**config.mk**
```make
export PLATFORM = sky130hd
export DESIGN_NAME = mat_elementwise_engine
export DESIGN_NICKNAME = d
export VERILOG_FILES = /design/src/hdl/mat_mem_pkg.sv /design/src/hdl/mat_types_pkg.sv /design/src/hdl/fixed_point_mult.sv /design/src/hdl/mat_elementwise_engine.sv
export VERILOG_INCLUDE_DIRS = /design/src /design/src/include
export SDC_FILE = /design/constraint.sdc
export NUM_CORES = 1
export LEC_CHECK = 0
export BUFFER_PORTS_ARGS = -buffer_cell sky130_fd_sc_hd__buf_2
export CAP_MARGIN = 20
export CORE_ASPECT_RATIO = 0.9
export CORE_MARGIN = 5
export CORE_UTILIZATION = 45
export CTS_BUF_LIST = sky130_fd_sc_hd__clkbuf_16
export DETAILED_ROUTE_END_ITERATION = 16
export PLACE_DENSITY = 0.69
export SETUP_SLACK_MARGIN = 0.05
export SYNTH_ARGS = -nofsm -noshare
export SYNTH_HDL_FRONTEND = slang
export SYNTH_SLANG_ARGS = --single-unit
```
**constraint.sdc**
```tcl
create_clock -name clk -period 13.3 [get_ports clk]
set_input_delay 3.99 -clock clk [delete_from_list [all_inputs] [get_ports clk]]
set_output_delay 3.99 -clock clk [all_outputs]
set_load 0.02 [all_outputs]
```
**src/include/mat_config.svh**
```systemverilog
`ifndef MAT_CONFIG_SVH
`define MAT_CONFIG_SVH

// Q8.8 element format and scratch memory geometry.
`define MAT_ADDR_W     12
`define MAT_DATA_W     16
`define MAT_DIM_W      6
`define MAT_FRAC_BITS  8
`define MAT_MEM_DEPTH  4096

`endif

```
**src/hdl/mat_mem_pkg.sv**
```systemverilog
`include "mat_config.svh"

package mat_mem_pkg;

    // One access per cycle; a read happens on every cycle at addr.
    typedef struct packed {
        logic                       we;
        logic [`MAT_ADDR_W-1:0]     addr;
        logic [`MAT_DATA_W-1:0]     wdata;
    } mem_req_t;

    typedef struct packed {
        logic [`MAT_DATA_W-1:0]     rdata;
    } mem_rsp_t;

endpackage

```
**src/hdl/mat_types_pkg.sv**
```systemverilog
`include "mat_config.svh"

package mat_types_pkg;

    typedef enum logic [1:0] {
        OP_NOP     = 2'b00,
        OP_CONFIG  = 2'b01,
        OP_RUN     = 2'b10,
        OP_ILLEGAL = 2'b11
    } mat_opcode_e;

    localparam int CMD_W         = 32;
    localparam int CFG_PAD_W     = CMD_W - 2 - 2 * `MAT_DIM_W - `MAT_ADDR_W;
    localparam int RUN_PAD_W     = CMD_W - 2 - 2 * `MAT_ADDR_W;

    typedef struct packed {
        mat_opcode_e                opcode;
        logic [`MAT_DIM_W-1:0]      rows;
        logic [`MAT_DIM_W-1:0]      cols;
        logic [`MAT_ADDR_W-1:0]     dest_base;
        logic [CFG_PAD_W-1:0]       pad;
    } mat_cfg_cmd_t;

    typedef struct packed {
        mat_opcode_e                opcode;
        logic [`MAT_ADDR_W-1:0]     src1_base;
        logic [`MAT_ADDR_W-1:0]     src2_base;
        logic [RUN_PAD_W-1:0]       pad;
    } mat_run_cmd_t;

    // Opcode sits in the same top bits of both views.
    typedef union packed {
        mat_cfg_cmd_t cfg;
        mat_run_cmd_t run;
    } mat_cmd_u;

    typedef struct packed {
        logic                       valid;
        logic [`MAT_ADDR_W-1:0]     dest;
        logic [`MAT_DATA_W-1:0]     data;
        logic                       saturated;
        logic                       last;
    } mat_product_t;

endpackage

```
**src/hdl/fixed_point_mult.sv**
```systemverilog
`timescale 1ns/1ps
`include "mat_config.svh"

module fixed_point_mult (
    input  logic signed [`MAT_DATA_W-1:0]   a,
    input  logic signed [`MAT_DATA_W-1:0]   b,
    output logic        [`MAT_DATA_W-1:0]   product,
    output logic                            saturated
);
    localparam int W = `MAT_DATA_W;
    localparam int F = `MAT_FRAC_BITS;

    localparam logic signed [2*W-1:0] HALF    = (2*W)'(1 << (F - 1));
    localparam logic signed [2*W-1:0] MAX_VAL = (2*W)'((1 << (W - 1)) - 1);
    localparam logic signed [2*W-1:0] MIN_VAL = (2*W)'(-(1 << (W - 1)));

    logic signed [2*W-1:0] full;
    logic signed [2*W-1:0] rounded;
    logic signed [2*W-1:0] scaled;

    assign full    = a * b;
    assign rounded = full + HALF;      // Ties go toward plus infinity.
    assign scaled  = rounded >>> F;

    always_comb begin
        saturated = 1'b0;
        product   = scaled[W-1:0];
        if (scaled > MAX_VAL) begin
            saturated = 1'b1;
            product   = MAX_VAL[W-1:0];
        end else if (scaled < MIN_VAL) begin
            saturated = 1'b1;
            product   = MIN_VAL[W-1:0];
        end
    end

endmodule

```
**src/hdl/mat_elementwise_engine.sv**
```systemverilog
`timescale 1ns/1ps
`include "mat_config.svh"

module mat_elementwise_engine (
    input  logic                        clk,
    input  logic                        reset,
    input  logic                        start,
    input  logic [`MAT_DIM_W-1:0]       rows,
    input  logic [`MAT_DIM_W-1:0]       cols,
    input  logic [`MAT_ADDR_W-1:0]      src1_base,
    input  logic [`MAT_ADDR_W-1:0]      src2_base,
    input  logic [`MAT_ADDR_W-1:0]      dest_base,
    output mat_mem_pkg::mem_req_t       src1_req,
    output mat_mem_pkg::mem_req_t       src2_req,
    input  mat_mem_pkg::mem_rsp_t       src1_rsp,
    input  mat_mem_pkg::mem_rsp_t       src2_rsp,
    output mat_types_pkg::mat_product_t product,
    output logic                        busy
);

    // Issue stage.
    logic                       issuing;
    logic [`MAT_DIM_W-1:0]      row_cnt;
    logic [`MAT_DIM_W-1:0]      col_cnt;
    logic [`MAT_DIM_W-1:0]      rows_last;
    logic [`MAT_DIM_W-1:0]      cols_last;
    logic [`MAT_ADDR_W-1:0]     src1_addr;
    logic [`MAT_ADDR_W-1:0]     src2_addr;
    logic [`MAT_ADDR_W-1:0]     issue_dest;
    logic                       issue_last;

    // Read stage, aligned with the RAM output.
    logic                       rd_valid;
    logic                       rd_last;
    logic [`MAT_ADDR_W-1:0]     rd_dest;

    // Product stage.
    logic                       prod_valid;
    logic                       prod_last;
    logic [`MAT_ADDR_W-1:0]     prod_dest;
    logic [`MAT_DATA_W-1:0]     prod_data;
    logic                       prod_sat;

    logic [`MAT_DATA_W-1:0]     mult_out;
    logic                       mult_sat;

    assign issue_last = (row_cnt == rows_last) && (col_cnt == cols_last);

    // Sources are only ever read.
    assign src1_req = '{we: 1'b0, addr: src1_addr, wdata: '0};
    assign src2_req = '{we: 1'b0, addr: src2_addr, wdata: '0};

    always_ff @(posedge clk) begin
        if (reset) begin
            issuing   <= 1'b0;
            row_cnt   <= '0;
            col_cnt   <= '0;
            rows_last <= '0;
            cols_last <= '0;
            busy      <= 1'b0;
        end else if (start) begin
            issuing   <= 1'b1;
            row_cnt   <= '0;
            col_cnt   <= '0;
            rows_last <= rows - 1'b1;
            cols_last <= cols - 1'b1;
            busy      <= 1'b1;
        end else begin
            if (issuing) begin
                if (issue_last) begin
                    issuing <= 1'b0;
                end else if (col_cnt == cols_last) begin // Row-major walk.
                    col_cnt <= '0;
                    row_cnt <= row_cnt + 1'b1;
                end else begin
                    col_cnt <= col_cnt + 1'b1;
                end
            end
            if (prod_valid && prod_last)
                busy <= 1'b0;
        end
    end

    always_ff @(posedge clk) begin
        if (start) begin
            src1_addr  <= src1_base;
            src2_addr  <= src2_base;
            issue_dest <= dest_base;
        end else if (issuing) begin
            src1_addr  <= src1_addr + 1'b1;
            src2_addr  <= src2_addr + 1'b1;
            issue_dest <= issue_dest + 1'b1;
        end
    end

    always_ff @(posedge clk) begin
        if (reset) begin
            rd_valid   <= 1'b0;
            rd_last    <= 1'b0;
            prod_valid <= 1'b0;
            prod_last  <= 1'b0;
        end else begin
            rd_valid   <= issuing;
            rd_last    <= issuing && issue_last;
            prod_valid <= rd_valid;
            prod_last  <= rd_last;
        end
    end

    always_ff @(posedge clk) begin
        rd_dest   <= issue_dest;
        prod_dest <= rd_dest;
        prod_data <= mult_out;
        prod_sat  <= mult_sat;
    end

    fixed_point_mult u_mult (
        .a         (src1_rsp.rdata),
        .b         (src2_rsp.rdata),
        .product   (mult_out),
        .saturated (mult_sat)
    );

    assign product = '{valid: prod_valid, dest: prod_dest, data: prod_data,
                       saturated: prod_sat, last: prod_last};

endmodule

```
==> results.md <==
- Status: completed
- Startpoint types: input port
- Final Skew: just over 10 ps
- Starting density of the core: a little under half
- Post-cts resize count: 0
- Fin nets: approximately 2100
- Setup crit end kind: flop
- Worst rel slew slack: a little under two fifths
- Initial DRC count: a little under 600
- Async set or reset register ratio after synthesis: 0%
- Mapped cell area: around 0.015 sq mm
- H-Tree Depth: 3
- Wire per inst: between 15 and 20 um
- Largest net degree at the start of global routing: 95
- CP max stage delay: about 900 ps
- Sequential-to-total area share from yosys stat: 16.8%
- Flop and latch count out of synthesis: between 100 and 150
- Worst R2R End: row_cnt[5]
- Antenna Cells: 0
- First-pass GRT wire length: roughly 57000 um
- Io pins: 173
- Gate count of the mapped netlist: approximately 1600
- CTS Hold Buffers Added: 0
- DR pass1 iterations: 5
- Synth top area share: a little over a third
- Layout cells sized above 1: 10.3%
- Worst Setup EP: prod_data[1]
- Post-route cell area: around 0.016 sq mm
- Tot GR Track Use: between 10% and 20%
- Predominant post-synthesis flop cell: dfxtp_1
- Worst path slowest cell: o41ai_2
- Post-synth EDFFs: 36
- Synthesized area per cell: about 9 sq um
- Commonest cells after routing, fill and taps aside: inv_1 (319), fa_1 (262), nand2_1 (202)
- Cell Area, Placed: around 0.016 sq mm
- Register-to-register setup slack: 11250 ps
- Max-slew violation count: 0
- Hold Path Class: flop to flop
- CTS max path bufs: 2
- Worst r2r src: col_cnt[2]
- Setup CP Type: input port to flop
- Max_cap viols: 0
- Final core occ: between 40% and 50%
- Fin crit period: 11170 ps
- Vias: 10900
- Worst EP required: 13510 ps
- Chip Height: 183 um
- Antenna violations before repair: 1
- Slew @ Worst Pin: 918 ps
- Cell mode on critical path: fa_1
- Row count: 63
- Clock root cell: clkbuf_16
- Fmax: 89.5 MHz
- Final hold vios: 0
- Buffers on Ports: about 140
- Postcts setup bufs: 0
- DIE AREA: roughly 0.037 sq mm
- RSZ-0062 raised after global routing: no
- Post-synthesis cell type count: between 60 and 70
- CORE AREA: between 0.03 and 0.04 sq mm
- GRT overflow: 0
- CP Cell Sequence: buf_2, and2_1, inv_1, fa_1, inv_1, fa_1, fa_1, fa_1, fa_1, inv_1, fa_1, inv_1, ha_1, nand4_1, or3_1, o21a_1, nand3_1, o221a_2, nand2_1, o41ai_2, buf_4, o21ai_0
- Clock sink total: roughly 110
- Synth area leader: fa_1
- Post-Route WL: between 30000 and 40000 um
- Most common cell after layout, fill and taps aside: inv_1
- Clock slew at reported path FFs: ~70 ps
- Area Overhead vs Synth: 7.48%
- Clock buffer count from CTS: 9
- Worst Path Arrival: 11370 ps
- TNS Setup: 0 ps
- Final-report setup violation count: 0
- Post-route ant nets: 0
- Vias/cell: 5.10
- DRC Markers: 0
- Area contributors post-synth: fa_1 (35%), dfxtp_1 (9.5%), inv_1 (8.0%)
- Crit. Startpoint: src2_rsp[2]
- Clock Latency Late Sink: ~340 ps
- Die width: approximately 200 um
- Worst r2r path cells: 7
- Fin crit share: between 80% and 90%
- Hpwl dp: 27400 um
- Synthesis warning total: 0
- GP Congestion: 0.903
- CTS tree: yes
- Vias in the first global route: around 12000
- Maximum fanout along the worst path: 16
-- cells in the mapped netlist (5+ instances only) --
| cell | instances |
|---|---|
| inv_1 | 318 |
| and3_1 | 15 |
| nand2_1 | 202 |
| dfxtp_1 | 71 |
| nor2b_1 | 5 |
| nand2b_1 | 7 |
| clkbuf_1 | 51 |
| buf_4 | 38 |
| a21oi_1 | 37 |
| a31oi_1 | 6 |
| a211o_1 | 8 |
| fa_1 | 262 |
| xnor2_1 | 40 |
| a211oi_1 | 18 |
| a21o_1 | 7 |
| nor3_1 | 7 |
| edfxtp_1 | 36 |
| xor2_1 | 46 |
| nand3_1 | 26 |
| o21ai_0 | 57 |
| nand4_1 | 12 |
| o21a_1 | 8 |
| nor2_1 | 66 |
| ha_1 | 84 |
| and2_1 | 119 |
-- registers in the layout, indices dropped and copies added, names as in the netlist, 12 cells and up --
name and flops:
prod_dest 12, src1_addr 12, issue_dest 12, prod_data 16
rd_dest 12, src2_addr 12
-- metrics by stage --
step	hold slack (ps)	instances	setup slack, ps
after CTS	328	2137	2110
after detailed placement	312	2121	1750
after floorplan	310	1656	2640
final	325	2137	2130
after global placement	311	2120	1640
after global routing	334	2137	1560
-- routing by layer --
metal | wire length (um) | part of all wire [%] | track usage [%]
met5 | 0 | 0 | 0
met4 | 760 | 2.3 | 4.78
met3 | 1130 | 3.4 | 1.97
met2 | 16800 | 51 | 33.0
met1 | 14400 | 44 | 24.8
-- cell type report --
type	count	area, sq um
timing repair buffer	140	706
clock buffer	9	225
inverter	318	1190
clock inverter	7	48.8
sequential	107	2500
multi-input combinational	1134	10800
tap	422	528
fill	3081	16800
-- worst max-delay path: cells and delay by family --
family	cells	cell delay [ps]
fa+ha+maj	7	4090
compound gates	4	1420
buf+inv	6	830
simple gates	5	1010
-- worst min path at each step --
stage	startpoint	endpoint	slack, ps	cells after the start
2_1_floorplan	rd_dest[0]	prod_dest[0]	310	0
3_3_place_gp	rd_dest[6]	prod_dest[6]	310	0
3_5_place_dp	rd_dest[4]	prod_dest[4]	310	0
4_1_cts	rd_dest[4]	prod_dest[4]	330	0
5_1_grt	rd_dest[4]	prod_dest[4]	330	0
6_report	rd_dest[9]	prod_dest[9]	320	0
-- cell families (layout without fill, tap and decap cells) --
group / count (synthesis) / after routing / share of synthesized area [%]
DFF: 107 / 107 / 16.8
AOI/OAI and AO/OA: 177 / 177 / 7.97
buffers and inverters: 415 / 474 / 11.5
and+or+nand+nor: 483 / 483 / 15.7
adders and majority gates: 346 / 346 / 42.3
muxes: 7 / 7 / 0.504
other: 1 / 34 / 0.0252
xor gates and xnor gates: 87 / 87 / 5.21
Power is left out: the tool's default activity adds up to more than one toggle a clock period on the data nets, which glitch-free logic cannot reach.
