<file path="config.mk">
export PLATFORM = sky130hd
export DESIGN_NAME = mat_status_unit
export DESIGN_NICKNAME = d
export VERILOG_FILES = /design/src/hdl/mat_mem_pkg.sv /design/src/hdl/mat_types_pkg.sv /design/src/hdl/mat_status_unit.sv
export VERILOG_INCLUDE_DIRS = /design/src /design/src/include
export SDC_FILE = /design/constraint.sdc
export NUM_CORES = 1
export LEC_CHECK = 0
export ABC_AREA = 1
export BUFFER_PORTS_ARGS = -buffer_cell sky130_fd_sc_hd__buf_4
export CORE_AREA = 2 2 64 66
export DETAILED_ROUTE_END_ITERATION = 8
export DIE_AREA = 0 0 66 68
export HOLD_SLACK_MARGIN = 0.15
export PLACE_DENSITY = 0.72
export SYNTH_ARGS = -nofsm -noshare
export SYNTH_HDL_FRONTEND = slang
export SYNTH_SLANG_ARGS = --single-unit
</file>
<file path="constraint.sdc">
create_clock -name clk -period 1.3 [get_ports clk]
set_input_delay 0.13 -clock clk [delete_from_list [all_inputs] [get_ports clk]]
set_output_delay 0.13 -clock clk [all_outputs]
set_load 0.02 [all_outputs]
</file>
<file path="src/include/mat_config.svh">
`ifndef MAT_CONFIG_SVH
`define MAT_CONFIG_SVH

// Q8.8 element format and scratch memory geometry.
`define MAT_ADDR_W     12
`define MAT_DATA_W     16
`define MAT_DIM_W      6
`define MAT_FRAC_BITS  8
`define MAT_MEM_DEPTH  4096

`endif

</file>
<file path="src/hdl/mat_mem_pkg.sv">
`include "mat_config.svh"

package mat_mem_pkg;

    // One access per cycle; a read happens on every cycle at addr.
    typedef struct packed {
        logic                       we;
        logic [`MAT_ADDR_W-1:0]     addr;
        logic [`MAT_DATA_W-1:0]     wdata;
    } mem_req_t;

    typedef struct packed {
        logic [`MAT_DATA_W-1:0]     rdata;
    } mem_rsp_t;

endpackage

</file>
<file path="src/hdl/mat_types_pkg.sv">
`include "mat_config.svh"

package mat_types_pkg;

    typedef enum logic [1:0] {
        OP_NOP     = 2'b00,
        OP_CONFIG  = 2'b01,
        OP_RUN     = 2'b10,
        OP_ILLEGAL = 2'b11
    } mat_opcode_e;

    localparam int CMD_W         = 32;
    localparam int CFG_PAD_W     = CMD_W - 2 - 2 * `MAT_DIM_W - `MAT_ADDR_W;
    localparam int RUN_PAD_W     = CMD_W - 2 - 2 * `MAT_ADDR_W;

    typedef struct packed {
        mat_opcode_e                opcode;
        logic [`MAT_DIM_W-1:0]      rows;
        logic [`MAT_DIM_W-1:0]      cols;
        logic [`MAT_ADDR_W-1:0]     dest_base;
        logic [CFG_PAD_W-1:0]       pad;
    } mat_cfg_cmd_t;

    typedef struct packed {
        mat_opcode_e                opcode;
        logic [`MAT_ADDR_W-1:0]     src1_base;
        logic [`MAT_ADDR_W-1:0]     src2_base;
        logic [RUN_PAD_W-1:0]       pad;
    } mat_run_cmd_t;

    // Opcode sits in the same top bits of both views.
    typedef union packed {
        mat_cfg_cmd_t cfg;
        mat_run_cmd_t run;
    } mat_cmd_u;

    typedef struct packed {
        logic                       valid;
        logic [`MAT_ADDR_W-1:0]     dest;
        logic [`MAT_DATA_W-1:0]     data;
        logic                       saturated;
        logic                       last;
    } mat_product_t;

endpackage

</file>
<file path="src/hdl/mat_status_unit.sv">
`timescale 1ns/1ps
`include "mat_config.svh"

module mat_status_unit (
    input  logic                        clk,
    input  logic                        reset,
    input  logic                        start,
    input  mat_types_pkg::mat_product_t product,
    output mat_mem_pkg::mem_req_t       dest_req,
    output logic                        done,
    output logic [15:0]                 sat_count
);

    logic                       wr_en;
    logic [`MAT_ADDR_W-1:0]     wr_addr;
    logic [`MAT_DATA_W-1:0]     wr_data;

    always_ff @(posedge clk) begin
        if (reset) begin
            wr_en     <= 1'b0;
            done      <= 1'b0;
            sat_count <= '0;
        end else begin
            wr_en <= product.valid;
            done  <= product.valid && product.last; // Same cycle as the final write.
            if (start)
                sat_count <= '0;
            else if (product.valid && product.saturated)
                sat_count <= sat_count + 1'b1;
        end
    end

    always_ff @(posedge clk) begin
        wr_addr <= product.dest;
        wr_data <= product.data;
    end

    assign dest_req = '{we: wr_en, addr: wr_addr, wdata: wr_data};

endmodule

</file>
==> results_dict.tcl, run 1 <==
set metrics [dict create \
    setup_tns_ns 0 \
    critPathRequiredTime_ns 1.50 \
    tightest_slew_ns 0.2505 \
    rrSetupSlack_ns 0.08 \
    yosysWarningCount 0 \
    die_w_um 66 \
    drt_first_pass_iters 4 \
    maxSlewViolCount 0 \
    fin_util 0.6752 \
    final.min_clock_period_ns 1.264 \
    power.density_mw_per_mm2 1108 \
    synth_edf_count 0 \
    syn_nets 190 \
    path_common_cell "dlygate4sd3_1" \
    io_pins 80 \
    overflow 0 \
    grt_pass1_wl_mm 6.134 \
    fin_skew_ns 0.004884 \
    n_fill_cell 299 \
    antenna_left 0 \
    drcViolationCount 0 \
    die_h_um 68 \
    clock.fmax_mhz 791.1 \
    num-nets-final 313 \
    synthCells 155 \
    leakage_nw 1.201 \
    start_kind "input port" \
    design.die.area_mm2 0.004488 \
    grt_max_degree 17 \
    floorplan.initialDensity 0.3663 \
    worstRegToRegCells 9 \
    crit_path_cell_trace "dlygate4sd3_1, buf_4, nand2_1, dlygate4sd3_1, nor2_1" \
    drive_gt1_frac 0.4014 \
    cts_buffer_depth 2 \
    fin_hold_ws_ns 0.2334 \
    cts_tree "yes" \
    finalSetupViolCount 0 \
    critPathSlowestCell "dlygate4sd3_1" \
    grtUsageTotal 0.1850 \
    antenna_found_initial 0 \
    root_buffer "clkbuf_8" \
    rr_startpoint "sat_count[1]$_SDFFE_PP0P_" \
    dr_total_vias 1449 \
    totalWireLength_mm 3.990 \
    synth_top_area_cell "dfxtp_1" \
    syn-cell-area_mm2 0.001413 \
    synth-async-reset-ratio 0 \
    ys.flop_type "dfxtp_1" \
    hold_path.class "in2reg" \
    yosys-top-cells-area "dfxtp_1 (65%), nand2_1 (7.2%), nor2_1 (6.4%)" \
    worstReg2RegEnd "sat_count[9]$_SDFFE_PP0P_" \
    ir_drop_v 0.0008395 \
    io_buffers 79 \
    synth_seq_area_share 0.6519 \
    hold_viol_final 0 \
    synth_most_common_cell "dfxtp_1" \
    netlist_top_cells_count "dfxtp_1 (46), nand2_1 (27), nor2_1 (24)" \
    grt_pass1_vias 1388 \
    period_share 0.9724 \
    placed_area_mm2 0.002081 \
    cp.arrival_ns 1.46 \
    row_count 23 \
    path_class "in2reg" \
    core_area_mm2 0.003856 \
    ys_ff_latch 46 \
    wl_per_cell_um 12.13 \
    startpoint "product[0]" \
    viasPerCell 4.404 \
    drtIter0Drc 58 \
    insertion_delay_ns 0.29 \
    gp_congestion 0.7648 \
    cts_buffers 5 \
    cts.clk_slew.worst_paths_ns 0.09 \
    critPathCapture "done$_SDFF_PP0_" \
    relSlewSlack 0.8325 \
    synth_top_area_share 0.6519 \
    ys_types 18 \
    hold_path_depth 3 \
    status "complete, no violations" \
    dpl.hpwl_mm 2.431 \
    cp_max_fo 1 \
    synth.avg_cell_area_um2 9.114 \
    cts_max_level 2 \
    max_stage_delay_ns 0.56 \
    antenna_cells 0 \
    cts.sinks 46 \
    endpoint_kind "register" \
    stdcell_area_mm2 0.002604 \
    syn_to_final_growth_pct 84.32 \
    cap_violations 0 \
]
cell type report:
class                      instances  area [um2]  share of cell area
clock buffer                       5       68.82             0.02643
clock inverter                     3       43.79             0.01682
timing repair buffer             118       969.7              0.3724
multi-input combinational         87       454.2              0.1744
sequential                        46       929.6              0.3570
tap                               50       62.56             0.02403
inverter                          20       75.07             0.02883
placed cells by master, fill, tap and decap left out, types with 2 or more instances in the layout:
cell,Yosys,layout
a21oi_1,9,9
buf_4,1,85
clkbuf_8,0,5
dfxtp_1,46,41
dfxtp_2,0,4
dlygate4sd3_1,0,32
inv_1,19,19
nand2_1,27,26
nand2_2,2,3
nand3_1,8,4
nand3_2,0,3
nor2_1,24,23
nor2_4,1,2
nor3_1,2,2
o21ai_0,9,8
kinds of logic (layout without fill, tap and decap cells):
kind of cell	Yosys count	count (layout)	share of synthesized area
buffers and inverters	22	146	0.06200
AO/OA/AOI/OAI	19	19	0.06909
adder cells (fa/ha/maj)	1	1	0.008856
flip-flops	46	46	0.6519
AND/OR/NAND/NOR	67	67	0.2082
what timing repair did:
item                                    CTS  global route
hold buffers                             32             0
gates resized for setup                   4            12
endpoints found under the hold margin    30             0
buffers inserted                          1             3
pin swaps                                 2             6
endpoints found under the setup margin    2            10
registers in the layout (all words and copies together), names as in the netlist:
| register | cells |
|---|---|
| done | 1 |
| sat_count | 16 |
| wr_addr | 12 |
| wr_data | 16 |
| wr_en | 1 |
worst max-delay path: cells and delay by family:
kind	cells	cell delay [ns]
buffers and inverters	3	1.25
AND/OR/NAND/NOR	2	0.08
power by group:
group / switching [mW] / total, mW / internal [mW]
Combinational: 0.143 / 0.343 / 0.200
Clock: 0.489 / 1.07 / 0.576
Sequential: 0.0190 / 1.48 / 1.46
Total: 0.651 / 2.89 / 2.23
through the flow:
stage | power (mW) | worst slack [ns] | std cells
6_report | 2.885 | 0.03593 | 329
5_1_grt | 2.993 | -0.01532 | 329
4_1_cts | 2.902 | 0.01518 | 326
3_5_place_dp | 1.762 | -0.01788 | 285
3_3_place_gp | 1.760 | 0.04818 | 285
2_1_floorplan | 1.601 | 0.02907 | 155
worst min-delay path by stage:
stage / slack (ns) / from / end
floorplan: 0.16 / product[18] / wr_addr[0]$_DFF_P_
global placement: 0.23 / product[29] / wr_addr[11]$_DFF_P_
detailed placement: 0.24 / product[8] / wr_data[6]$_DFF_P_
CTS: 0.21 / product[1] / sat_count[0]$_SDFFE_PP0P_
global route: 0.24 / product[1] / sat_count[0]$_SDFFE_PP0P_
finish: 0.23 / product[1] / sat_count[0]$_SDFFE_PP0P_
per-layer routing:
metal / GRT usage / vias up / share of wire
li1: - / 728 / -
met1: 0.2263 / 649 / 0.41
met2: 0.2841 / 68 / 0.48
met3: 0.08059 / 4 / 0.094
met4: 0.08163 / 0 / 0.012
met5: 0 / - / 0
Power figures use the tool's default switching activity.
==> inputs of run 2 (changes only) <==
- CORE_AREA: 2 2 64 66 -> 2 2 63 65
- CTS_BUF_LIST: unset -> sky130_fd_sc_hd__clkbuf_4 sky130_fd_sc_hd__clkbuf_8
- DIE_AREA: 0 0 66 68 -> 0 0 65 67
- PLACE_DENSITY: 0.72 -> 0.82
==> results_dict.tcl, run 2 (synthesis results as in run 1) <==
set metrics [dict create \
    dp_cells 282 \
    grtUsageTotal 0.1949 \
    insertion_delay_ns 0.29 \
    start_kind "input port" \
    final_cell_mix "buf_4 (82), dfxtp_1 (40), dlygate4sd3_1 (32), nand2_1 (27), nor2_1 (24)" \
    rrSetupSlack_ns 0.08 \
    leakage_nw 1.176 \
    hold_path.class "in2reg" \
    final_common_cell "buf_4" \
    drive_gt1_frac 0.3832 \
    cts_max_level 2 \
    fin_skew_ns 0.002380 \
    antenna_left 0 \
    grt_pass1_wl_mm 6.265 \
    antenna_cells 0 \
    cts_tree "yes" \
    path_common_cell "dlygate4sd3_1" \
    path_delay_family "buffers and inverters" \
    num-nets-final 309 \
    core_area_mm2 0.003606 \
    cts.sinks 46 \
    critPathBufInv 3 \
    design.die.area_mm2 0.004355 \
    fin_hold_ws_ns 0.2181 \
    io_pins 80 \
    drt_first_pass_iters 5 \
    dr_total_vias 1409 \
    path_depth 4 \
    overflow 0 \
    stdcell_area_mm2 0.002559 \
    relSlewSlack 0.8380 \
    cts.clk_slew.worst_paths_ns 0.08 \
    critPathRequiredTime_ns 1.53 \
    period_share 0.9730 \
    status "complete, no violations" \
    hold_path_depth 3 \
    gp_congestion 0.8117 \
    fin_cells 322 \
    root_buffer "clkbuf_8" \
    die_w_um 65 \
    cp_max_fo 3 \
    totalWireLength_mm 3.870 \
    power.density_mw_per_mm2 1120 \
    tightest_slew_ns 0.2422 \
    crit_path_cell_trace "dlygate4sd3_1, buf_4, nor2_1, dlygate4sd3_1" \
    critPathSlowestCell "dlygate4sd3_1" \
    placed_area_mm2 0.002071 \
    row_count 22 \
    cts_buffer_depth 2 \
    drtIter0Drc 59 \
    die_h_um 67 \
    final.min_clock_period_ns 1.265 \
    grt_pass1_vias 1425 \
    cap_violations 0 \
    ir_drop_v 0.0006933 \
    dpl.hpwl_mm 2.446 \
    setup_tns_ns 0 \
    maxSlewViolCount 0 \
    endpoint_kind "register" \
    fin_util 0.7096 \
    drcViolationCount 0 \
    floorplan.initialDensity 0.3917 \
    wl_per_cell_um 12.02 \
    path_class "in2reg" \
    io_buffers 79 \
    top_regs "sat_count: 16 flops, wr_data: 16 flops, wr_addr: 12 flops" \
    clock.fmax_mhz 790.6 \
    cp.arrival_ns 1.50 \
    hold_viol_final 0 \
    finalSetupViolCount 0 \
    antenna_found_initial 0 \
    viasPerCell 4.376 \
    rsz0062_at_grt "yes" \
    syn_to_final_growth_pct 81.13 \
    max_stage_delay_ns 0.57 \
    worstRegToRegCells 7 \
    cts_buffers 5 \
    grt_max_degree 17 \
]
run 2: repair_timing:
item / 4_1_cts / 5_1_grt
endpoints found under the setup margin: 2 / 6
gates resized for setup: 5 / 8
buffers inserted: 0 / 1
endpoints found under the hold margin: 30 / 0
hold buffers: 32 / 0
pin swaps: 2 / 6
run 2: final timing paths:
check	start	end
worst min register to register	sat_count[3]$_SDFFE_PP0P_	sat_count[3]$_SDFFE_PP0P_
worst max-delay path	reset	wr_en$_SDFF_PP0_
worst max register to register	sat_count[1]$_SDFFE_PP0P_	sat_count[14]$_SDFFE_PP0P_
worst min-delay path	product[1]	sat_count[0]$_SDFFE_PP0P_
run 2: cell type report:
cell class,instances,area [um2]
clock buffers,6,82.58
well taps,48,60.06
inverters,20,75.07
multi-input cells,87,439.2
flip-flops and latches,46,935.9
fillers,274,1047
clock inverters,1,30.03
repair buffers,114,935.9
run 2: stage by stage:
stage	worst slack, ns	power (mW)
4_1_cts	0.002958	2.893
5_1_grt	-0.05992	2.972
3_3_place_gp	0.05732	1.758
3_5_place_dp	0.01008	1.763
6_report	0.03514	2.865
2_1_floorplan	0.02907	1.601
run 2: worst register-to-register path: stages (launching register included):
cell	delay, ns
dfxtp_4	0.38
ha_4	0.16
nand3_4	0.08
nor3_4	0.21
nand3_1	0.13
nand2_1	0.08
nand2_1	0.05
nor2_1	0.07
run 2: layer usage:
metal / vias to the layer above / GRT usage / wire length, um
li1: 716 / - / -
met1: 625 / 0.2013 / 1536
met2: 66 / 0.3531 / 1946
met3: 2 / 0.07939 / 362
met4: 0 / 0.07181 / 23
met5: - / 0 / 0
run 2: report_power, final:
part	switching [mW]	leakage, nW	internal, mW
sequential	0.0181	0.386	1.45
clock	0.441	0.0573	0.615
combinational	0.140	0.733	0.197
