**config.mk**
```make
export PLATFORM = sky130hd
export DESIGN_NAME = mat_cmd_decode
export DESIGN_NICKNAME = d
export VERILOG_FILES = /design/src/hdl/mat_types_pkg.sv /design/src/hdl/mat_cmd_decode.sv
export VERILOG_INCLUDE_DIRS = /design/src /design/src/include
export SDC_FILE = /design/constraint.sdc
export NUM_CORES = 1
export LEC_CHECK = 0
export ABC_AREA = 1
export BUFFER_PORTS_ARGS = -buffer_cell sky130_fd_sc_hd__clkbuf_2
export CORE_ASPECT_RATIO = 0.7
export CORE_MARGIN = 3
export CORE_UTILIZATION = 47
export DETAILED_ROUTE_END_ITERATION = 16
export GPL_ROUTABILITY_DRIVEN = 0
export PLACE_DENSITY = 0.74
export SLEW_MARGIN = 0
export SYNTH_ARGS = -nofsm -noshare
export SYNTH_HDL_FRONTEND = slang
export SYNTH_SLANG_ARGS = --single-unit
export TNS_END_PERCENT = 50
```
**constraint.sdc**
```tcl
create_clock -name clk -period 1.2 [get_ports clk]
set_clock_uncertainty 0.1 [all_clocks]
set_input_delay 0.24 -clock clk [delete_from_list [all_inputs] [get_ports clk]]
set_output_delay 0.24 -clock clk [all_outputs]
set_load 0.05 [all_outputs]
```
**src/include/mat_config.svh**
```systemverilog
`ifndef MAT_CONFIG_SVH
`define MAT_CONFIG_SVH

// Q8.8 element format and scratch memory geometry.
`define MAT_ADDR_W     12
`define MAT_DATA_W     16
`define MAT_DIM_W      6
`define MAT_FRAC_BITS  8
`define MAT_MEM_DEPTH  4096

`endif

```
**src/hdl/mat_types_pkg.sv**
```systemverilog
`include "mat_config.svh"

package mat_types_pkg;

    typedef enum logic [1:0] {
        OP_NOP     = 2'b00,
        OP_CONFIG  = 2'b01,
        OP_RUN     = 2'b10,
        OP_ILLEGAL = 2'b11
    } mat_opcode_e;

    localparam int CMD_W         = 32;
    localparam int CFG_PAD_W     = CMD_W - 2 - 2 * `MAT_DIM_W - `MAT_ADDR_W;
    localparam int RUN_PAD_W     = CMD_W - 2 - 2 * `MAT_ADDR_W;

    typedef struct packed {
        mat_opcode_e                opcode;
        logic [`MAT_DIM_W-1:0]      rows;
        logic [`MAT_DIM_W-1:0]      cols;
        logic [`MAT_ADDR_W-1:0]     dest_base;
        logic [CFG_PAD_W-1:0]       pad;
    } mat_cfg_cmd_t;

    typedef struct packed {
        mat_opcode_e                opcode;
        logic [`MAT_ADDR_W-1:0]     src1_base;
        logic [`MAT_ADDR_W-1:0]     src2_base;
        logic [RUN_PAD_W-1:0]       pad;
    } mat_run_cmd_t;

    // Opcode sits in the same top bits of both views.
    typedef union packed {
        mat_cfg_cmd_t cfg;
        mat_run_cmd_t run;
    } mat_cmd_u;

    typedef struct packed {
        logic                       valid;
        logic [`MAT_ADDR_W-1:0]     dest;
        logic [`MAT_DATA_W-1:0]     data;
        logic                       saturated;
        logic                       last;
    } mat_product_t;

endpackage

```
**src/hdl/mat_cmd_decode.sv**
```systemverilog
`timescale 1ns/1ps
`include "mat_config.svh"

module mat_cmd_decode (
    input  logic                        clk,
    input  logic                        reset,
    input  logic                        cmd_strobe,
    input  mat_types_pkg::mat_cmd_u     cmd_word,
    input  logic                        engine_busy,
    output logic                        start,
    output logic [`MAT_DIM_W-1:0]       rows,
    output logic [`MAT_DIM_W-1:0]       cols,
    output logic [`MAT_ADDR_W-1:0]      src1_base,
    output logic [`MAT_ADDR_W-1:0]      src2_base,
    output logic [`MAT_ADDR_W-1:0]      dest_base,
    output logic                        cmd_error
);
    import mat_types_pkg::*;

    mat_opcode_e opcode;

    assign opcode = cmd_word.cfg.opcode; // Same bits in either view.

    always_ff @(posedge clk) begin
        if (reset) begin
            start     <= 1'b0;
            cmd_error <= 1'b0;
            rows      <= `MAT_DIM_W'(1);
            cols      <= `MAT_DIM_W'(1);
            src1_base <= '0;
            src2_base <= '0;
            dest_base <= '0;
        end else begin
            start     <= 1'b0;
            cmd_error <= 1'b0;
            if (cmd_strobe) begin
                case (opcode)
                    OP_CONFIG: begin
                        rows      <= cmd_word.cfg.rows;
                        cols      <= cmd_word.cfg.cols;
                        dest_base <= cmd_word.cfg.dest_base;
                    end
                    OP_RUN: begin
                        if (!engine_busy) begin // Dropped while a job is running.
                            src1_base <= cmd_word.run.src1_base;
                            src2_base <= cmd_word.run.src2_base;
                            start     <= 1'b1;
                        end
                    end
                    OP_ILLEGAL: cmd_error <= 1'b1;
                    default: ;
                endcase
            end
        end
    end

endmodule

```
==> results of run 1 <==
[worst paths after layout]
check	start	to	slack [ps]	cells after the start
setup / recovery	rows[2]$_SDFFE_PP0P_	rows[2]	20	1
hold / removal	reset	start$_SDFF_PP0_	40	2
setup reg to reg	cols[3]$_SDFFE_PP0P_	cols[3]$_SDFFE_PP0P_	400	4
hold reg to reg	src1_base[9]$_SDFFE_PP0P_	src1_base[9]$_SDFFE_PP0P_	390	2
[cells in the final DEF (no fill, tap or decap)]
cell        netlist  final
nor2_1           68     68
nand2_1          74     74
nor2_4            0      1
dfxtp_2           0     34
nor3_1            1      1
clkinv_2          0      1
nand3_2           0      1
inv_2             1      1
clkbuf_2          0     29
dfxtp_4           0      2
clkbuf_4          0      1
nor4_1            1      1
dfxtp_1          50     14
buf_4             7      3
clkbuf_8          0     20
inv_1            49     49
clkinvlp_4        0      1
a21oi_1          24     24
buf_12            0      7
buf_8             0     33
nand3_1          27     26
[cell families after synthesis]
logic type	synth area share [%]
buffers and inverters	14.6
AO/OA/AOI/OAI	5.68
AND/OR/NAND/NOR	32.4
flip-flops	47.3
[flip-flops by register name, summed over array words and instances, names as in the netlist]
name       flops
rows           6
dest_base     12
cols           6
start          1
src1_base     12
cmd_error      1
src2_base     12
[worst reg2reg max path, cell delays in order (launching register included)]
cell     delay, ps
dfxtp_2        350
inv_1           40
nand2_1         60
nand2_1         60
nor2_1         110
[final cells by class]
class	count	area, sq um
Sequential cell	50	1050
Timing Repair Buffer	87	1000
Fill cell	300	895
Multi-Input combinational cell	196	816
Inverter	50	188
Clock buffer	6	82.6
Tap cell	52	65.1
Clock inverter	2	12.5
[metal layers]
layer,track usage [%],up-vias,wire length [um]
li1,-,1090,-
met1,29.3,924,2620
met2,30.3,58,2430
met3,5.42,7,365
met4,4.09,0,51
met5,0,-,0
[report_power, final]
part	internal, mW	switching (mW)	leakage [nW]
Sequential	1.74	0.0585	0.423
Clock	0.465	0.558	0.0472
Combinational	0.328	0.504	1.20
[stage by stage]
| stage | hold slack [ps] | worst slack [ps] |
|---|---|---|
| floorplan | 216 | 161 |
| global placement | 347 | 75.2 |
| detailed placement | 357 | 54.7 |
| CTS | 31.5 | 0.876 |
| global route | 49.4 | -8.49 |
| finish | 40.5 | 23.6 |
[repair_timing]
action / CTS / global route
cloned: 0 / 0
resized for setup: 104 / 66
hold buffers: 0 / 0
endpoints found under the setup margin: 50 / 43
==> impl.org, run 1 <==
** Outcome
- The flow ran to the end, and the final reports show no timing, DRC or antenna violations.

** Synth
- The cell area that synthesis handed to floorplanning was 2110 sq um.
- Share of flip-flops with an asynchronous set or reset after synthesis :: 0%
- Number of synthesized flops with an enable pin :: 0
- Among all flip-flop cells after synthesis, the most frequent one is dfxtp_1.
- Counting every net in the synthesized netlist gives 352.
- A synthesized cell averages 6.69 sq um.
- In the post-synthesis netlist, the cell with the most instances is nand2_1.
- Post-synth top cells :: 74 x nand2_1, 68 x nor2_1, 50 x dfxtp_1
- Ranked by total cell area, the synthesized netlist is headed by dfxtp_1 47%, nand2_1 13%, nor2_1 12%.
- Post-synth cell types :: 14
- Of the post-synthesis cell area, the dominant cell type holds 47.3%.
- Synthesis inferred 50 register bits.
- Biggest area consumer among synthesized cells :: dfxtp_1
- Number of warnings reported in the yosys synthesis log :: 0
- Synthesis handed over a netlist of 316 instances.
- Sequential element share of the synthesized area :: 47.3%

** Power and ir drop
- Summing internal, switching and leakage power gives 3.65 mW.
- For this design the static power due to leakage is 1.67 nW.
- IR analysis of the VDD net gives a maximum drop of 709 uV.
- PD cells :: 1130 nW/um^2

** Route
- Violation count after the first detailed-route iteration :: 98
- The detail route stage leaves a number of antenna-violating nets equal to 0.
- Average detailed-routed wire length per instance :: 12.3 um
- Via count :: 2079
- The pre-antenna-repair detailed-routing pass consisted of 4 iterations.
- After detailed routing, the number of remaining DRC violations is 0.
- Via count normalized by instance count :: 4.69
- Summed over all layers, the routed wires come to 5.46 mm.

** Final layout
- The post-route netlist has 34.3% of its cells at a drive strength greater than 1.
- The finished cells cover 3220 sq um.
- Nets@finish :: 426
- At the end of the flow the core is filled with cells to 78.2%.
- After the flow finishes, the layout carries non-filler instances totaling 443.
- The area growth from synthesis to layout is 52.2%.
- 0 antenna diodes ended up in the layout.

** Place
- Post-detailed-placement cell area :: 2610 sq um
- Input and output buffers added on the ports amount to 79.
- The wire-length estimate of the detail-placed layout is 3.76 mm.
- Placed Instances :: 435

** STA
- Shortest period the worst path allows :: 1180 ps
- The final count of pins violating max slew was 0.
- Setup violations remaining at the end of the flow were counted as 0.
- Measured against its own limit, the worst slew margin works out to 86.9%.
- RSZ-0062 raised after global routing :: yes
- Period utilisation layout :: 98.0%
- Based on the critical path, the design can be clocked at up to 0.850 GHz.
- At the pin with the least slew margin, the transition time is 194 ps.
- Hold Fails Final Rpt :: 0
- Final sum of negative setup slack :: 0 ps

** Worst setup path
- Largest stage delay on the critical path :: 350 ps
- For the worst setup path, the data arrival time is 840 ps.
- Cell family with the largest share of critical-path delay :: flip-flops
- On the critical path, the stage with the largest delay is an instance of dfxtp_1.
- Startpoint class of the critical path :: flop
- Traced cell by cell, the critical path runs through clkbuf_8.
- In this run the worst path has a maximum fanout of 2.
- Kind of critical path :: flop to output port
- Bufs and invs on worst path :: 1
- STA classifies the critical path endpoint as an output port.
- Required time of the critical path :: 860 ps

** Clocking
- In this run the deepest clock path goes through 2 buffers.
- Clock Tree Root :: clkbuf_8
- Clock Pin Slew Worst Setup and Hold Paths :: 90 ps
- The later pin in the worst-skew pair is clocked with a latency of 290 ps.
- In this run the post-CTS setup repair buffer count came out at 0.
- Clock net sink count :: 50
- CTS H-Tree Depth :: 2
- Buffers inserted during clock tree synthesis total 5.
- TritonCTS clock tree :: done

** GRT
- Via count of the first global-routing pass :: 1901
- For this run, the total global-route usage over all layers was measured as 20.2%.
- Entering global routing, the biggest net connects 41 pins.
- The initial antenna violation count came to 0.
- Global-route wire length before repair :: 8.79 mm
- Overall overflow remaining after global route :: 0

** Worst hold path
- Path category of the worst min-delay check :: input pin to flop

** Flow run
- Reported max-cap violation count :: 0

** Floorplanning
- In this run the count of I/O pins placed on the die edge is 86.
- The core region is 4110 sq um.
- In this run the vertical extent of the chip is 62.1 um.
- Overall die width :: 86.2 um
- In this run the core area contains 19 standard-cell rows.
- Effective utilization at floorplan :: 51.4%
- Die ar. :: 5350 sq um
No activity file was read; power rests on OpenSTA's default activity.
==> run 2, diff against run 1 <==
CORE_UTILIZATION = 25   (was 47)
PLACE_DENSITY = 0.43   (was 0.74)
==> run 2 against run 1 <==
  * Via count is 1.3% lower
  * Utilization shrank 38 points
  * Cell area increased by 1.7%
  * Combinational power fell by 1%
  * Setup slack improved by 3.8 ps
  * Critical endpoint is now start
==> impl.org, run 2 (synthesis gave the netlist of run 1 again) <==
** Outcome
- Result of the run :: finished, final reports clean

** Worst setup path
- The most critical setup path has its startpoint at start$_SDFF_PP0_.
- CP max FO :: 1
- Critical-path top delay cell :: dfxtp_1
- At the worst endpoint, the required time is 860 ps.
- Setup slack on the worst reg-to-reg path comes out at 430 ps.
- The signal on the critical path passes through clkbuf_4.
- Kind of critical path :: flop to output port
- The cell family contributing the most delay on the critical path is flip-flops.
- Startpoint class of the critical path :: flop
- Counting both buffers and inverters, the worst setup path holds a total of 1.
- STA puts the critical path data arrival time at 830 ps.
- Reg2Reg Launch Point :: dest_base[10]$_SDFFE_PP0P_
- Crit path capture type :: output port
- Largest stage delay on the critical path :: 320 ps

** GRT
- Via count of the first global-routing pass :: 1917
- The initial antenna violation count was 0.
- Global-route wire length before repair :: 9.89 mm
- Total GRT Usage :: 13.0%
- Maximum number of pins on one net before global-route repair :: 32
- Global routing finished with a remaining overflow of 0.

** Clocking
- In this run, CTS created clock tree buffers numbering 5.
- TritonCTS clock tree :: done
- Clock net sink count :: 50
- Clock Tree Root :: clkbuf_16
- The clock passes through at most 2 buffers.
- Clock latency of the later-clocked register in the worst-skew pair :: 290 ps
- CTS H-Tree Depth :: 2
- Clock Pin Slew Worst Setup and Hold Paths :: 60 ps

** STA
- Based on the critical path, the design can be clocked at up to 0.853 GHz.
- Endpoints failing setup :: 0
- Hold Fails Final Rpt :: 0
- Setup repair after global routing left no endpoint under its margin.
- Period utilisation layout :: 97.7%
- Final sum of negative setup slack :: 0 ps
- Headroom to the max-slew limit came out at 87.3%.
- Count of pins over their slew limit :: 0
- Transition time at the pin with the least slew margin :: 188 ps
- Shortest period the worst path allows :: 1170 ps

** Power and ir drop
- PD cells :: 1290 nW/um^2
- For this design the total switching power over the nets is 1.20 mW.
- The clock network accounts for 38.4% of the total power.
- Summed over all cells, the static leakage comes to 1.69 nW.
- Power, Total :: 4.23 mW
- Combinational cells account for 19.4% of the total power.
- Internal power :: 3.04 mW
- Net switching is 28.3% of the power.
- Worst IR Drop VDD :: 545 uV
- Part of the total power dissipated in sequential elements :: 42.2%

** Route
- Detailed-route wire length :: 6.01 mm
- Antenna Nets Post-Route :: 0
- Average detailed-routed wire length per instance :: 12.1 um
- DRC viols :: 0
- Across all layers, the routed design uses 2053 vias.
- Via count normalized by instance count :: 4.15
- Drt first pass iters :: 4
- For this block, the initial DRC count from the detailed router was 74.

** Final layout
- Largest registers :: dest_base (12), src1_base (12), src2_base (12)
- Fraction of layout instances using a drive strength above 1 :: 28.4%
- ANT cells :: 0
- Relative to the synthesized area, the layout overhead comes to 54.9%.
- Nets@finish :: 429
- Cells fill 40.7% of the core in the end.
- Commonest non-fill, non-tap cell in the layout :: nand2_1
- The top cell types in the final layout, fill and taps aside, are 74 x nand2_1, 68 x nor2_1, 49 x inv_1, 37 x dfxtp_1, 29 x clkbuf_2.

** Floorplanning
- For this configuration, the core starts out at a cell density of 26.3%.
- Top Ports :: 86
- Floorplan die height :: 82.9 um
- Site row count :: 27
- Overall die width :: 116 um
- The die covers 9610 sq um.
- After floorplanning, the core was sized to cover 8040 sq um.

** Worst hold path
- Path category of the worst min-delay check :: input pin to flop
- Hold Startpoint :: reset

** Place
- Post-DP HPWL :: 4.43 mm
- Input/output buffers :: 79

** Flow run
- Reported max-cap violation count :: 0
[run 2: final timing paths]
| path | endpoint | depth (start not counted) |
|---|---|---|
| worst max-delay path | start | 1 |
| worst min-delay path | start$_SDFF_PP0_ | 2 |
| worst max register to register | dest_base[10]$_SDFFE_PP0P_ | 4 |
| worst min register to register | src2_base[9]$_SDFFE_PP0P_ | 2 |
[run 2: worst register-to-register path: stages (launching register included)]
cell and delay (ps):
dfxtp_1 370, inv_1 50, nand2_1 60, nand2_1 40, nor2_1 80
[run 2: per-stage QoR]
stage          instances  hold slack [ps]  cell area (sq um)  setup slack [ps]
2_1_floorplan        316              216               2110               161
3_3_place_gp         487              352               2680            -0.937
3_5_place_dp         487              352               2680             -8.56
4_1_cts              495             38.6               3220            0.0404
5_1_grt              495             53.9               3270             0.401
6_report             495             50.0               3270              27.5
[run 2: what timing repair did]
action	CTS	global route
buffers inserted	0	0
setup endpoints to repair	50	34
resized for setup	92	46
hold buffers	0	0
hold endpoints to repair	0	0
[run 2: power by group through the flow]
stage                     Sequential, mW  Combinational, mW  Clock, mW
after floorplan                     2.05              0.242          0
after global placement              1.80              0.715          0
after detailed placement            1.81              0.717          0
after CTS                           1.78              0.810       1.69
after global routing                1.80              0.891       1.76
final                               1.79              0.820       1.62
[run 2: per-layer routing]
metal / global-route usage (%) / part of all wire (%) / vias up
li1: - / - / 1099
met1: 19.8 / 53 / 890
met2: 16.0 / 37 / 59
met3: 5.61 / 9.3 / 5
met4: 3.79 / 0.77 / 0
met5: 0 / 0 / -
[run 2: final cells by class]
cell class	instances	area, sq um
Fill cell	866	4770
Clock buffer	7	133
Timing Repair Buffer	90	965
Tap cell	101	126
Clock inverter	1	30.0
Multi-Input combinational cell	196	816
Inverter	50	188
Sequential cell	50	1020
==> run 3, diff against run 2 <==
CTS_BUF_LIST = sky130_fd_sc_hd__clkbuf_16   (was not set)
==> run 3 against run 2 <==
  * Critical path depth unchanged
  * Power shrank 0.45%
  * Sequential share of layout area unchanged
  * Die area stayed put
  * Sequential cell count stayed put
  * Clock-buffer cell count down 2
  * Critical path type unchanged
==> impl.org, run 3 (synthesis gave the netlist of run 1 again) <==
** Clocking
- Once the clock tree was built, the setup fixing pass inserted 0 buffers.
- CTS H-Tree Depth :: 2
- Clock Pin Slew Worst Setup and Hold Paths :: 60 ps
- TritonCTS built the clock tree.
- For this design, the CTS-stage hold fixing added 0 buffers.
- Number of resized instances in the post-cts repair step :: 92
- Clock latency of the later-clocked register in the worst-skew pair :: 290 ps
- CTS max path bufs :: 2
- The tree is rooted in a clkbuf_16.
- Buffers inserted during clock tree synthesis total 5.
- The clock net in this run drives a total of 50 sinks.

** Floorplanning
- Floorplan die height :: 82.9 um
- For this configuration, the core starts out at a cell density of 26.3%.
- Top Ports :: 86
- The die covers 9610 sq um.
- Measured along the x axis, the die boundary spans 116 um.
- Placeable core region :: 8040 sq um
- Site row count :: 27

** GRT
- Global routing used 16.0% of the available met2 tracks.
- Met1 demand-to-capacity share in global routing :: 19.8%
- Across every metal layer, demand over resource in global routing totals 13.0%.
- Entering global routing, the biggest net connects 32 pins.
- The first global-routing pass estimated 9.89 mm of wire.
- Routing layer with the top usage in global route :: met1
- The number of global-route vias before repair is 1917.
- Overall overflow remaining after global route :: 0
- Met3 capacity usage during global routing :: 5.61%
- The initial antenna violation count is 0.

** Worst setup path
- STA puts the critical path data required time at 860 ps.
- Reg2reg end :: dest_base[10]$_SDFFE_PP0P_
- Cell count of the worst reg-to-reg path :: 4
- Crit path DAT :: 830 ps
- Crit path capture type :: output port
- The critical path in this run is classified as flop to output port.
- Setup slack on the worst flop-to-flop path :: 440 ps
- The signal on the critical path passes through clkbuf_4.
- CP max FO :: 1
- On the worst path, the slowest cell contributes a delay of 320 ps.
- The worst setup path is launched from a flop.
- Reg2Reg Launch Point :: dest_base[10]$_SDFFE_PP0P_
- Critical-path top delay cell :: dfxtp_1
- The cell family contributing the most delay on the critical path is flip-flops.
- Together, buffers and inverters on the worst path number 1.

** Power and ir drop
- Total power for the finished layout comes to 4.21 mW.
- PD cells :: 1290 nW/um^2
- VDD sags by at most 537 uV.
- The analysis attributes to cell leakage a power of 1.70 nW.

** Flow run
- Reported max-cap violation count :: 0

** Route
- Antenna Nets Post-Route :: 0
- Via count normalized by instance count :: 4.12
- Detailed-route wire length :: 6.00 mm
- DRC viols :: 0
- The detailed router finished its first iteration with 81 violations.
- The pre-antenna-repair detailed-routing pass consisted of 4 iterations.
- Dividing the detail-routed wire length by the instance count gives 12.1 um.
- Summing over every cut layer, the via total after detailed routing is 2038.

** Final layout
- Leading cell types in the layout, fill and taps excluded :: 74 x nand2_1, 68 x nor2_1, 51 x inv_1, 37 x dfxtp_1, 29 x clkbuf_2
- The largest registers in the layout are dest_base (12), src1_base (12), src2_base (12).
- The post-route netlist has 28.4% of its cells at a drive strength greater than 1.
- Layout filler cell count :: 866
- Layout Area Growth over Synthesis :: 54.9%
- Nets@finish :: 429
- The count of cells in the finished layout, fillers not included, comes to 495.
- The number of antenna diodes in the final layout is 0.
- The library cell used most frequently in the layout, excluding fill and tap cells, is nand2_1.
- Post-layout util :: 40.7%

** STA
- For the finished layout, the period the worst path requires is 1170 ps.
- Achievable Freq :: 0.853 GHz
- Endpoints failing setup :: 0
- Setup repair after global routing left no endpoint under its margin.
- Relative max-transition margin :: 87.3%
- The number of hold violations in the final report was 0.
- In the final timing run, aggregate negative setup slack is 0 ps.
- At the pin with the least slew margin, the transition time is 188 ps.
- Count of pins over their slew limit :: 0
- Final worst hold slack :: 50.8 ps
- After layout, the worst path uses 97.6% of the clock period.

** Worst hold path
- Hold-critical path depth :: 2
- Path category of the worst min-delay check :: input pin to flop
- Hold Crit Endpoint :: start$_SDFF_PP0_
- In this run the most critical hold path is launched from reset.

** Place
- Detailed placement ended at an HPWL of 4.43 mm.
- Placed Instances :: 487
- Input/output buffers :: 79

** Outcome
- The run finished with clean final reports.
-- run 3: cell types whose count changed in the layout (fill, tap and decap cells not counted), sizes merged --
cell    delta
clkbuf     -2
inv        +2
-- run 3: where the power goes --
group          switching (mW)  leakage [nW]  internal [mW]
registers              0.0529         0.414           1.73
clock network           0.635        0.0864          0.971
logic                   0.506          1.20          0.314
-- run 3: cell type report --
type                    count  area [sq um]  share of cell area [%]
well taps                 101           126                    3.86
multi-input cells         196           816                    24.9
inverters                  50           188                    5.73
clock buffers               5           125                    3.82
flip-flops and latches     50          1020                    31.1
repair buffers             90           965                    29.5
clock inverters             3          37.5                    1.15
-- run 3: routing by layer --
metal  share of wire, %  routed length, um
met2                 37               2200
met4               0.72                 43
met5                  0                  0
met3                9.0                542
met1                 54               3210
-- run 3: how the worst max path moves through the flow --
stage               depth (start not counted)                         end                 start
finish                                      1                       start      start$_SDFF_PP0_
global route                                1                     cols[0]  cols[0]$_SDFFE_PP1P_
CTS                                         1                     cols[1]  cols[1]$_SDFFE_PP0P_
detailed placement                          7  src1_base[10]$_SDFFE_PP0P_            cmd_strobe
global placement                            7   src1_base[5]$_SDFFE_PP0P_            cmd_strobe
floorplan                                   6   src1_base[0]$_SDFFE_PP0P_            cmd_strobe
-- run 3: metrics by stage --
stage / area [sq um] / setup slack, ps
3_3_place_gp: 2680 / -0.937
6_report: 3270 / 28.2
4_1_cts: 3220 / 0.103
2_1_floorplan: 2110 / 161
5_1_grt: 3270 / 0.367
3_5_place_dp: 2680 / -8.56
